### config.mk
export PLATFORM = sky130hd
export DESIGN_NAME = cart_load_top
export DESIGN_NICKNAME = d
export VERILOG_FILES = /design/src/rtl/snes_load_pkg.sv /design/src/rtl/audio_sat_mixer.sv /design/src/rtl/cart_header_detect.sv /design/src/rtl/cart_load_top.sv /design/src/rtl/cheat_code_latch.sv /design/src/rtl/ram_clear_fill.sv
export SDC_FILE = /design/constraint.sdc
export NUM_CORES = 1
export LEC_CHECK = 0
export ABC_AREA = 1
export BUFFER_PORTS_ARGS = -buffer_cell sky130_fd_sc_hd__buf_2
export CORE_MARGIN = 2
export CORE_UTILIZATION = 47
export CTS_CLUSTER_SIZE = 40
export DETAILED_ROUTE_END_ITERATION = 7
export HOLD_SLACK_MARGIN = 0.08
export PLACE_DENSITY = 0.76
export SYNTH_ARGS = -nofsm -noshare
export SYNTH_HDL_FRONTEND = slang
export SYNTH_SLANG_ARGS = --single-unit
### constraint.sdc
create_clock -name clk_sys -period 4.4 [get_ports clk_sys]
set_clock_uncertainty 0.2 [all_clocks]
set_input_delay 0.44 -clock clk_sys [delete_from_list [all_inputs] [get_ports clk_sys]]
set_output_delay 0.44 -clock clk_sys [all_outputs]
set_load 0.005 [all_outputs]
### src/rtl/snes_load_pkg.sv
// Shared types and constants for the cartridge-load front end
// Header offsets assume a 512-byte copier header ahead of the ROM image
// Fill patterns follow the start-up RAM contents of the console variants
package snes_load_pkg;

	// ======================================
	// Field types
	// ======================================
	typedef logic [7:0]          dl_index_t;
	typedef logic [24:0]         dl_addr_t;
	typedef logic [15:0]         dl_word_t;
	typedef logic [7:0]          rom_type_t;
	typedef logic [3:0]          size_code_t;
	typedef logic [23:0]         addr_mask_t;
	typedef logic [17:0]         fill_addr_t;
	typedef logic [7:0]          mem_byte_t;
	typedef logic [127:0]        cheat_code_t;
	typedef logic signed [15:0]  audio_sample_t;
	typedef logic [1:0]          init_pattern_t;

	typedef enum logic [2:0] {
		HDR_AUTO    = 3'd0,
		HDR_NONE    = 3'd1,
		HDR_LOROM   = 3'd2,
		HDR_HIROM   = 3'd3,
		HDR_EXHIROM = 3'd4
	} header_mode_t;

	typedef enum logic [1:0] {
		CLR_IDLE,
		CLR_WRITE,
		CLR_WAIT
	} clear_state_t;

	// ======================================
	// Download indices and header layout
	// ======================================
	localparam dl_index_t  IDX_CART         = 8'h01;
	localparam dl_index_t  IDX_CODE         = 8'hFF;
	localparam dl_addr_t   COPIER_HDR_BYTES = 25'd512;
	localparam dl_addr_t   HDR_LOROM_SIZE   = 25'h007FD6;
	localparam dl_addr_t   HDR_HIROM_SIZE   = 25'h00FFD6;
	localparam dl_addr_t   HDR_EXHIROM_SIZE = 25'h40FFD6;
	localparam size_code_t DEFAULT_ROM_SIZE = 4'hC;

	// Start-up RAM byte for a given pattern select and address
	function automatic mem_byte_t fill_pattern(input init_pattern_t sel, input fill_addr_t addr);
		mem_byte_t val;
		case (sel)
			2'd0: val = (addr[8] ^ addr[2]) ? 8'h66 : 8'h99;
			2'd1: val = (addr[9] ^ addr[0]) ? 8'hFF : 8'h00;
			2'd2: val = 8'h55;
			default: val = 8'hFF;
		endcase
		return val;
	endfunction

endpackage

### src/rtl/audio_sat_mixer.sv
// Stereo mix of main and auxiliary audio
// Signed 17-bit add per channel, clamped to the 16-bit range
// Output registered, one cycle after the inputs
module audio_sat_mixer import snes_load_pkg::*; (
	input  logic          clk_sys,
	input  logic          RESET,
	input  audio_sample_t main_l,
	input  audio_sample_t main_r,
	input  audio_sample_t msu_l,
	input  audio_sample_t msu_r,
	output audio_sample_t audio_l,
	output audio_sample_t audio_r
);

	// Top two sum bits differ on overflow, bit 16 gives the direction
	function automatic audio_sample_t sat_add(input audio_sample_t a, input audio_sample_t b);
		logic [16:0] sum;
		sum = {a[15], a} + {b[15], b};
		if (sum[16] != sum[15])
			return sum[16] ? 16'h8000 : 16'h7FFF;
		else
			return sum[15:0];
	endfunction

	always_ff @(posedge clk_sys) begin
		if (RESET) begin
			audio_l <= '0;
			audio_r <= '0;
		end else begin
			audio_l <= sat_add(main_l, msu_l);
			audio_r <= sat_add(main_r, msu_r);
		end
	end

endmodule

### src/rtl/cart_header_detect.sv
// Cartridge header parser
// Word 0 of an auto-mode image carries {ram_size, rom_size} in its low byte
// and the map type in its high byte; word 2 bit 8 is the region flag
// Fixed header modes read the sizes at the mode's offset past the copier header
// Masks stay zero until the first header word has been seen
module cart_header_detect import snes_load_pkg::*; (
	input  logic         clk_sys,
	input  logic         RESET,
	input  logic         cart_active,
	input  dl_addr_t     ioctl_addr,
	input  dl_word_t     ioctl_dout,
	input  logic         ioctl_wr,
	input  header_mode_t header_mode,
	input  logic [1:0]   region_sel,
	output rom_type_t    rom_type,
	output addr_mask_t   rom_mask,
	output addr_mask_t   ram_mask,
	output size_code_t   ram_size,
	output logic         pal
);

	size_code_t rom_size;
	logic       rom_region;
	logic       hdr_seen;
	logic       hdr_wr;
	dl_addr_t   size_addr;
	logic       size_addr_en;

	assign hdr_wr = cart_active & ioctl_wr;

	// Location of the ROM size byte for the fixed modes
	always_comb begin
		size_addr    = '0;
		size_addr_en = 1'b1;
		case (header_mode)
			HDR_LOROM:   size_addr = HDR_LOROM_SIZE + COPIER_HDR_BYTES;
			HDR_HIROM:   size_addr = HDR_HIROM_SIZE + COPIER_HDR_BYTES;
			HDR_EXHIROM: size_addr = HDR_EXHIROM_SIZE + COPIER_HDR_BYTES;
			default:     size_addr_en = 1'b0;
		endcase
	end

	// ======================================
	// Header capture
	// ======================================
	always_ff @(posedge clk_sys) begin
		if (RESET) begin
			rom_type   <= '0;
			rom_size   <= '0;
			ram_size   <= '0;
			rom_region <= 1'b0;
			hdr_seen   <= 1'b0;
		end else if (hdr_wr) begin
			if (ioctl_addr == '0) begin
				hdr_seen <= 1'b1;
				rom_size <= DEFAULT_ROM_SIZE;
				ram_size <= '0;
				if (header_mode == HDR_AUTO && ioctl_dout[7:0] != 8'h00)
					{ram_size, rom_size} <= ioctl_dout[7:0];
				case (header_mode)
					HDR_NONE, HDR_LOROM: rom_type <= 8'h00;
					HDR_HIROM:           rom_type <= 8'h01;
					HDR_EXHIROM:         rom_type <= 8'h02;
					default:             rom_type <= ioctl_dout[15:8];
				endcase
			end
			if (ioctl_addr == dl_addr_t'(2))
				rom_region <= ioctl_dout[8];
			if (size_addr_en) begin
				if (ioctl_addr == size_addr)
					rom_size <= ioctl_dout[11:8];
				// RAM size sits one word after the ROM size
				if (ioctl_addr == size_addr + dl_addr_t'(2))
					ram_size <= ioctl_dout[3:0];
			end
		end
	end

	// Region is only switched outside a download
	always_ff @(posedge clk_sys) begin
		if (RESET)
			pal <= 1'b0;
		else if (!cart_active)
			pal <= (region_sel == 2'b00) ? rom_region : region_sel[1];
	end

	// ======================================
	// Address masks, 1 KiB << size, minus one
	// ======================================
	assign rom_mask = hdr_seen ? (addr_mask_t'(1024) << rom_size) - addr_mask_t'(1) : '0;
	assign ram_mask = (ram_size != '0) ?
		(addr_mask_t'(1024) << ram_size) - addr_mask_t'(1) : '0;

endmodule

### src/rtl/cart_load_top.sv
// Cartridge-load front end with audio output stage
// Download index 1 (low six bits) or 0 is a cartridge, all ones is a cheat
// The core is held in reset during a cartridge download and the RAM clear
module cart_load_top import snes_load_pkg::*; (
	input  logic          clk_sys,
	input  logic          RESET,
	input  logic          ioctl_download,
	input  dl_index_t     ioctl_index,
	input  dl_addr_t      ioctl_addr,
	input  dl_word_t      ioctl_dout,
	input  logic          ioctl_wr,
	input  header_mode_t  header_mode,
	input  logic [1:0]    region_sel,
	input  init_pattern_t wram_init,
	input  init_pattern_t aram_init,
	input  audio_sample_t main_l,
	input  audio_sample_t main_r,
	input  audio_sample_t msu_l,
	input  audio_sample_t msu_r,
	output rom_type_t     rom_type,
	output addr_mask_t    rom_mask,
	output addr_mask_t    ram_mask,
	output size_code_t    ram_size,
	output logic          pal,
	output logic          clearing,
	output logic          fill_we,
	output fill_addr_t    fill_addr,
	output mem_byte_t     wram_fill_data,
	output mem_byte_t     aram_fill_data,
	output cheat_code_t   cheat_code,
	output logic          code_strobe,
	output audio_sample_t audio_l,
	output audio_sample_t audio_r,
	output logic          core_hold_reset
);

	logic cart_active;
	logic code_active;

	// ======================================
	// Download kind
	// ======================================
	assign cart_active = ioctl_download &
		((ioctl_index[5:0] == IDX_CART[5:0]) | (ioctl_index == '0));
	assign code_active = ioctl_download & (ioctl_index == IDX_CODE);

	assign core_hold_reset = RESET | cart_active | clearing;

	cart_header_detect u_cart_header_detect (
		.clk_sys     (clk_sys),
		.RESET       (RESET),
		.cart_active (cart_active),
		.ioctl_addr  (ioctl_addr),
		.ioctl_dout  (ioctl_dout),
		.ioctl_wr    (ioctl_wr),
		.header_mode (header_mode),
		.region_sel  (region_sel),
		.rom_type    (rom_type),
		.rom_mask    (rom_mask),
		.ram_mask    (ram_mask),
		.ram_size    (ram_size),
		.pal         (pal)
	);

	ram_clear_fill u_ram_clear_fill (
		.clk_sys        (clk_sys),
		.RESET          (RESET),
		.cart_active    (cart_active),
		.wram_init      (wram_init),
		.aram_init      (aram_init),
		.clearing       (clearing),
		.fill_we        (fill_we),
		.fill_addr      (fill_addr),
		.wram_fill_data (wram_fill_data),
		.aram_fill_data (aram_fill_data)
	);

	cheat_code_latch u_cheat_code_latch (
		.clk_sys     (clk_sys),
		.RESET       (RESET),
		.code_active (code_active),
		.ioctl_addr  (ioctl_addr),
		.ioctl_dout  (ioctl_dout),
		.ioctl_wr    (ioctl_wr),
		.cheat_code  (cheat_code),
		.code_strobe (code_strobe)
	);

	audio_sat_mixer u_audio_sat_mixer (
		.clk_sys (clk_sys),
		.RESET   (RESET),
		.main_l  (main_l),
		.main_r  (main_r),
		.msu_l   (msu_l),
		.msu_r   (msu_r),
		.audio_l (audio_l),
		.audio_r (audio_r)
	);

endmodule

### src/rtl/cheat_code_latch.sv
// Cheat code assembly from the code download stream
// Eight word writes per code, selected by the low address nibble
// Layout is {flags, address, compare, replace}, 32 bits each, low word first
module cheat_code_latch import snes_load_pkg::*; (
	input  logic        clk_sys,
	input  logic        RESET,
	input  logic        code_active,
	input  dl_addr_t    ioctl_addr,
	input  dl_word_t    ioctl_dout,
	input  logic        ioctl_wr,
	output cheat_code_t cheat_code,
	output logic        code_strobe
);

	logic code_wr;

	assign code_wr = code_active & ioctl_wr;

	always_ff @(posedge clk_sys) begin
		if (code_wr) begin
			case (ioctl_addr[3:0])
				4'd0:  cheat_code[111:96]  <= ioctl_dout;
				4'd2:  cheat_code[127:112] <= ioctl_dout;
				4'd4:  cheat_code[79:64]   <= ioctl_dout;
				4'd6:  cheat_code[95:80]   <= ioctl_dout;
				4'd8:  cheat_code[47:32]   <= ioctl_dout;
				4'd10: cheat_code[63:48]   <= ioctl_dout;
				4'd12: cheat_code[15:0]    <= ioctl_dout;
				4'd14: cheat_code[31:16]   <= ioctl_dout;
				default: ;
			endcase
		end
	end

	// Replace high word completes the code
	always_ff @(posedge clk_sys) begin
		if (RESET)
			code_strobe <= 1'b0;
		else
			code_strobe <= code_wr && (ioctl_addr[3:0] == 4'd14);
	end

endmodule

### src/rtl/ram_clear_fill.sv
// Work and audio RAM clear on cartridge download start
// One write strobe every second cycle over 2^18 addresses, no back-pressure
// A download start seen while a clear is running is ignored
module ram_clear_fill import snes_load_pkg::*; (
	input  logic          clk_sys,
	input  logic          RESET,
	input  logic          cart_active,
	input  init_pattern_t wram_init,
	input  init_pattern_t aram_init,
	output logic          clearing,
	output logic          fill_we,
	output fill_addr_t    fill_addr,
	output mem_byte_t     wram_fill_data,
	output mem_byte_t     aram_fill_data
);

	clear_state_t state;
	logic         cart_active_d;
	logic         start;

	// Rising edge of the cartridge download
	always_ff @(posedge clk_sys) begin
		if (RESET)
			cart_active_d <= 1'b0;
		else
			cart_active_d <= cart_active;
	end

	assign start = cart_active & ~cart_active_d;

	// ======================================
	// Sweep sequencer
	// ======================================
	always_ff @(posedge clk_sys) begin
		if (RESET) begin
			state     <= CLR_IDLE;
			fill_addr <= '0;
		end else begin
			case (state)
				CLR_IDLE: begin
					if (start) begin
						state     <= CLR_WRITE;
						fill_addr <= '0;
					end
				end
				CLR_WRITE: begin
					// Last strobe ends the clear
					if (&fill_addr)
						state <= CLR_IDLE;
					else
						state <= CLR_WAIT;
				end
				CLR_WAIT: begin
					state     <= CLR_WRITE;
					fill_addr <= fill_addr + fill_addr_t'(1);
				end
				default: state <= CLR_IDLE;
			endcase
		end
	end

	assign clearing = (state != CLR_IDLE);
	assign fill_we  = (state == CLR_WRITE);

	// Pattern bytes track the current sweep address
	assign wram_fill_data = fill_pattern(wram_init, fill_addr);
	assign aram_fill_data = fill_pattern(aram_init, fill_addr);

endmodule

-- Word level (Yosys, flattened, before mapping)
Index checks and enable logic that the tools add are counted.
- register bits: 201
- bits of input ports: 126
- shift-type cells: 2
- muxes and demuxes: 27
- $add $sub $neg: 6
- reductions and logical operators: 28
- bitwise operators: 11
- equal/unequal tests: 25
- operators with widths (operator ; count):
    one-hot mux 8 bit (3 select lines) ; 3
    one-hot mux 23 bit (3 select lines) ; 1
    2-to-1 mux 16 bit ; 4
    2-to-1 mux 24 bit ; 2
    << shifter 11 x 4 -> 24 bit, first input constant ; 2
    subtractor 24 x 1 -> 24 bit, second input constant ; 2
    one-hot mux 18 bit (2 select lines) ; 1
    adder 16 x 16 -> 17 bit ; 2
    2-to-1 mux 4 bit ; 8
    equality test 25 x 2 -> 1 bit, second input constant ; 1
    equality test 25 x 23 -> 1 bit ; 1
    equality test 25 bit ; 1
    logical NOT 25 bit ; 1
    adder 23 x 2 -> 24 bit, second input constant ; 1
    AND reduction 2 bit ; 11
    adder 18 x 1 -> 18 bit, second input constant ; 1
    2-to-1 mux 18 bit ; 1
    AND reduction 18 bit ; 1
    equality test 4 bit, second input constant ; 4
    2-to-1 mux 8 bit ; 2
    equality test 4 x 3 -> 1 bit, second input constant ; 2
    equality test 8 bit, second input constant ; 1
    logical NOT 2 bit ; 4
    logical NOT 8 bit ; 1
    24 further kinds ; 41

-- Longest topological paths before layout
- depth in word-level cells: 6
- depth in mapped cells: 16

-- By module
Synthesis repeated with hierarchy kept, for this count alone.
- cells, all modules: 1229
- area, all modules: 10455.0 µm²
- modules (own cells, without submodules) (module ; sequential area each (µm²) ; cells each ; area an instance (µm²) ; instances):
    cheat_code_latch ; 3863.7 ; 153 ; 3972.6 ; 1
    audio_sat_mixer ; 640.6 ; 480 ; 2956.6 ; 1
    cart_header_detect ; 380.4 ; 370 ; 2087.0 ; 1
    ram_clear_fill ; 420.4 ; 210 ; 1368.8 ; 1
    cart_load_top ; 0.0 ; 16 ; 70.1 ; 1

-- Worst setup path before layout
OpenSTA, ideal clock, no wires.
- path kind: input port to flip-flop
- start: in ioctl_wr
- end: reg u_cheat_code_latch.cheat_code[64], enable pin
- stages: 3
- arrival: 2.074 ns
- setup slack: 1.717 ns
- cell sequence: nand4_1 > or3_1 > nor3_1
- cells in the longest elaborated chain, start to end: 2
- ends and longest elaborated chain (item ; line ; text):
    start, declared ; cart_load_top.sv:11 ; input logic ioctl_wr,
    bitwise AND 1 bit ; cheat_code_latch.sv:17 ; assign code_wr = code_active & ioctl_wr;
    AND reduction 2 bit (no line) ; n/a ;
    end signal, assigned ; cheat_code_latch.sv:24 ; 4'd4: cheat_code[79:64] <= ioctl_dout;
    end, declared ; cheat_code_latch.sv:11 ; output cheat_code_t cheat_code,
Every way passes these cells.
A chain may end at the register's enable or synchronous reset.

-- Worst setup path after layout
- start: reg u_cart_header_detect.rom_size[3]
- end: out rom_mask[22]
- cells in the longest elaborated chain, start to end: 3
- ends and longest elaborated chain (item ; line ; text):
    start, declared ; cart_header_detect.sv:22 ; size_code_t rom_size;
    start signal, assigned ; cart_header_detect.sv:59 ; {ram_size, rom_size} <= ioctl_dout[7:0];
    start signal, assigned ; cart_header_detect.sv:71 ; rom_size <= ioctl_dout[11:8];
    << shifter 11 x 4 -> 24 bit ; cart_header_detect.sv:90 ; assign rom_mask = hdr_seen ? (addr_mask_t'(1024) << rom_size) - addr_mask_t'(1) : '0;
    subtractor 24 x 1 -> 24 bit ; cart_header_detect.sv:90 ;
    2-to-1 mux 24 bit ; cart_header_detect.sv:90 ;
    end, declared ; cart_load_top.sv:21 ; output addr_mask_t rom_mask,
Every way passes these cells.

==> metrics <==
status=completed; worst vdd rail ir drop=0.224 mV; final instance area=12700 µm²; final setup vio count=0; worst skew pair latency=0.50 ns; Comb pwr share=13.1%; CTS sink cnt=201; Synth-to-Final Area Change=28.3%; hpwl dp=22600 µm; clk root buf=clkbuf_16; Yosys Warn Count=0; Die Y=149 µm; sequential power share=47.6%; reg2reg setup slack=2.21 ns; 1st-pass router iterations=4; io pins=385; Worst Path Required=3.76 ns; ys flop type=edfxtp_1; WL per Instance=16.4 µm; Seq/Total Area, Yosys=53.8%; met1 Usage GRT=32.0%; Row Count=52; Avg Cell Area, Syn=8.89 µm²; Worst setup EP type=primary output; Cell Int Power=3300 µW; Overflow after GRT=0; synthesized net count=1272; Post-Syn Area=9860 µm²; Max Cap Viol=0; utilization after layout=61.9%; initial antenna violation count=4; GRT Total Usage=25.4%; initial DRC count=417; Net Sw Frac=24.6%; first-pass GRT wire length=44000 µm; Final #Nets=1649; worst slew pin tran=1.12 ns; DIE AREA=22200 µm²; FMAX=304 MHz; total CTS buffers=20; number of global-route vias before repair=8261; vias post-DR=9060; clk buf depth=3; met3 global-route usage=3.91%; Via density=5.11; Die Width=149 µm; Tmin final=3.29 ns; Switching Power=1080 µW; Routed WL=29100 µm; RSZ-0062 raised after global routing=no; Post-DRT Antenna Nets=0; clock slew at the register clock pins of the worst setup and hold paths=0.06 ns; Async SR Flop Fraction=0%; pwr/cell area=346 nW/µm²; Area after DPL=11900 µm²; Top Usage Layer GRT=met2; pin count of the biggest net entering global routing=32; Setup WS pre-CTS=1.60 ns; Post-synth EDFFs=128; Pins Over Slew Limit=0; number of synthesized register bits=201; critical path type=flip-flop to primary output; GP Congestion=0.965; Clock power frac=39.4%; nature of the critical path startpoint=flip-flop; CP Max Fanout=9; CTS tree=built; TNS Setup=0 ns; port bufs=384; GR Util met2=45.0%; # H-tree levels=1; post-CTS setup buffer count=0; Rel. slew slack=25.0%; fin crit share=74.8%; final hold vios=0; Core Area=20400 µm²; min-delay worst type=input pin to flip-flop; Filler cells=1755; Yosys cell types=42; share of cells above drive strength 1=30.1%; Critical Path AT=2.65 ns; Initial Util=48.3%; post-synthesis cell count=1109; Static Leak=0.00611 µW; Setup WS post-layout=1.11 ns; DRC Markers=0
## Yosys cell counts, types with 3 or more instances
master | n | area [µm²]
nor2_2 | 3 | 18.8
edfxtp_1 | 128 | 3840
buf_2 | 4 | 20.0
dfxtp_1 | 73 | 1460
nand3_1 | 98 | 490
nand4_1 | 12 | 75.1
a21o_1 | 5 | 37.5
nand3_2 | 3 | 30.0
xnor2_1 | 3 | 26.3
and2_1 | 3 | 18.8
nand2_1 | 233 | 875
buf_6 | 5 | 56.3
nor3_1 | 21 | 105
clkinv_1 | 3 | 11.3
a211oi_1 | 5 | 37.5
buf_4 | 28 | 210
clkbuf_1 | 7 | 26.3
o211ai_1 | 3 | 22.5
a31oi_1 | 4 | 25.0
nand2_2 | 10 | 62.6
nor2_1 | 151 | 567
a21oi_1 | 73 | 365
o21bai_1 | 5 | 37.5
o21ai_0 | 37 | 185
inv_1 | 110 | 413
xor2_1 | 24 | 210
ha_1 | 35 | 438
## power by group through the flow
stage	sequential (µW)	clock (µW)	combinational, µW
6_report	2090	1730	572
5_1_grt	2090	1830	642
4_1_cts	2090	1760	570
3_5_place_dp	2120	0	560
3_3_place_gp	2130	0	553
2_1_floorplan	2120	0	324
## placed cells by master (no fill, tap or decap), drive strengths merged, types with 2 or more instances in the layout
cell,synthesis,layout
clkinv,3,9
o211ai,3,3
bufinv,0,2
a21boi,2,2
nand2,244,244
nand4,12,12
dfxtp,73,73
a21o,5,5
and2,3,3
a211oi,5,5
a31oi,4,4
nor2,155,155
nor3,21,21
o21bai,5,5
nor4,2,2
ha,35,35
diode,0,2
fa,2,2
xor2,24,24
inv,111,112
or2,3,3
nand3,101,101
o21a,2,2
buf,37,389
o21ai,41,41
a21oi,73,73
o31ai,2,2
dlygate4sd3,0,10
xnor2,3,3
clkbuf,7,27
edfxtp,128,128
## state kept, by name, indices dropped and copies added (netlist names)
signal	count
u_audio_sat_mixer.audio_l	16
u_ram_clear_fill.fill_addr	18
u_cart_header_detect.rom_type	8
u_cart_header_detect.hdr_seen	1
u_cart_header_detect.pal	1
u_ram_clear_fill.state	2
u_cart_header_detect.rom_size	4
u_cart_header_detect.ram_size	4
u_cheat_code_latch.cheat_code	128
u_cart_header_detect.rom_region	1
u_audio_sat_mixer.audio_r	16
u_ram_clear_fill.cart_active_d	1
u_cheat_code_latch.code_strobe	1
## timing repair
action | CTS | global route
endpoints found under the hold margin | 46 | 7
hold buffers | 9 | 1
gates resized for setup | 0 | 0
## final timing paths
check	startpoint	end	depth (start not counted)
worst max register to register	u_ram_clear_fill.fill_addr[0]	u_ram_clear_fill.state[1]	8
worst min register to register	u_cart_header_detect.rom_type[4]	u_cart_header_detect.rom_type[4]	2
worst min-delay path	ioctl_dout[11]	u_cheat_code_latch.cheat_code[59]	1
worst max-delay path	u_cart_header_detect.rom_size[3]	rom_mask[22]	12
## cells by family after synthesis
kind of cell / Yosys count / share of synthesized area, %
DFF: 201 / 53.8
buffers and inverters: 158 / 7.51
and+or+nand+nor: 543 / 23.4
AOI/OAI and AO/OA: 143 / 8.03
xor gates and xnor gates: 27 / 2.40
adders and majority gates: 37 / 4.85
## final cells by class
cell class,count,area [µm²],share of cell area [%]
repair buffers,399,2060,16.3
clock inverters,9,121,0.959
well taps,270,338,2.67
flip-flops and latches,201,5310,41.9
diodes,2,5.00,0.0395
multi-input cells,750,3840,30.4
clock buffers,27,558,4.41
inverters,114,428,3.38
## per-stage QoR
stage          hold slack (ns)  instances  power, µW
3_3_place_gp             0.237       1724       2680
2_1_floorplan            0.230       1109       2450
3_5_place_dp             0.253       1724       2680
5_1_grt                 0.0857       1772       4560
6_report                0.0938       1772       4380
4_1_cts                 0.0801       1769       4420
## worst max-delay path, stage by stage (launching register included)
cell and delay [ns]:
dfxtp_1 0.50, nor2_1 0.15, inv_1 0.10, nor2_1 0.05, inv_1 0.05, ha_1 0.15
inv_1 0.05, a21oi_1 0.31, o21ai_0 0.22, a21oi_1 0.20, o21ai_0 0.09, a21oi_1 0.14
buf_2 0.13
## per-layer routing
metal  vias to the layer above  part of all wire (%)  wire length (µm)
li1                       4448                     -                 -
met1                      4119                    40             11600
met2                       424                    49             14300
met3                        65                   7.7              2250
met4                         4                   3.3               945
met5                         -                  0.10                29
Note: power is estimated with default switching activity, not from simulation.
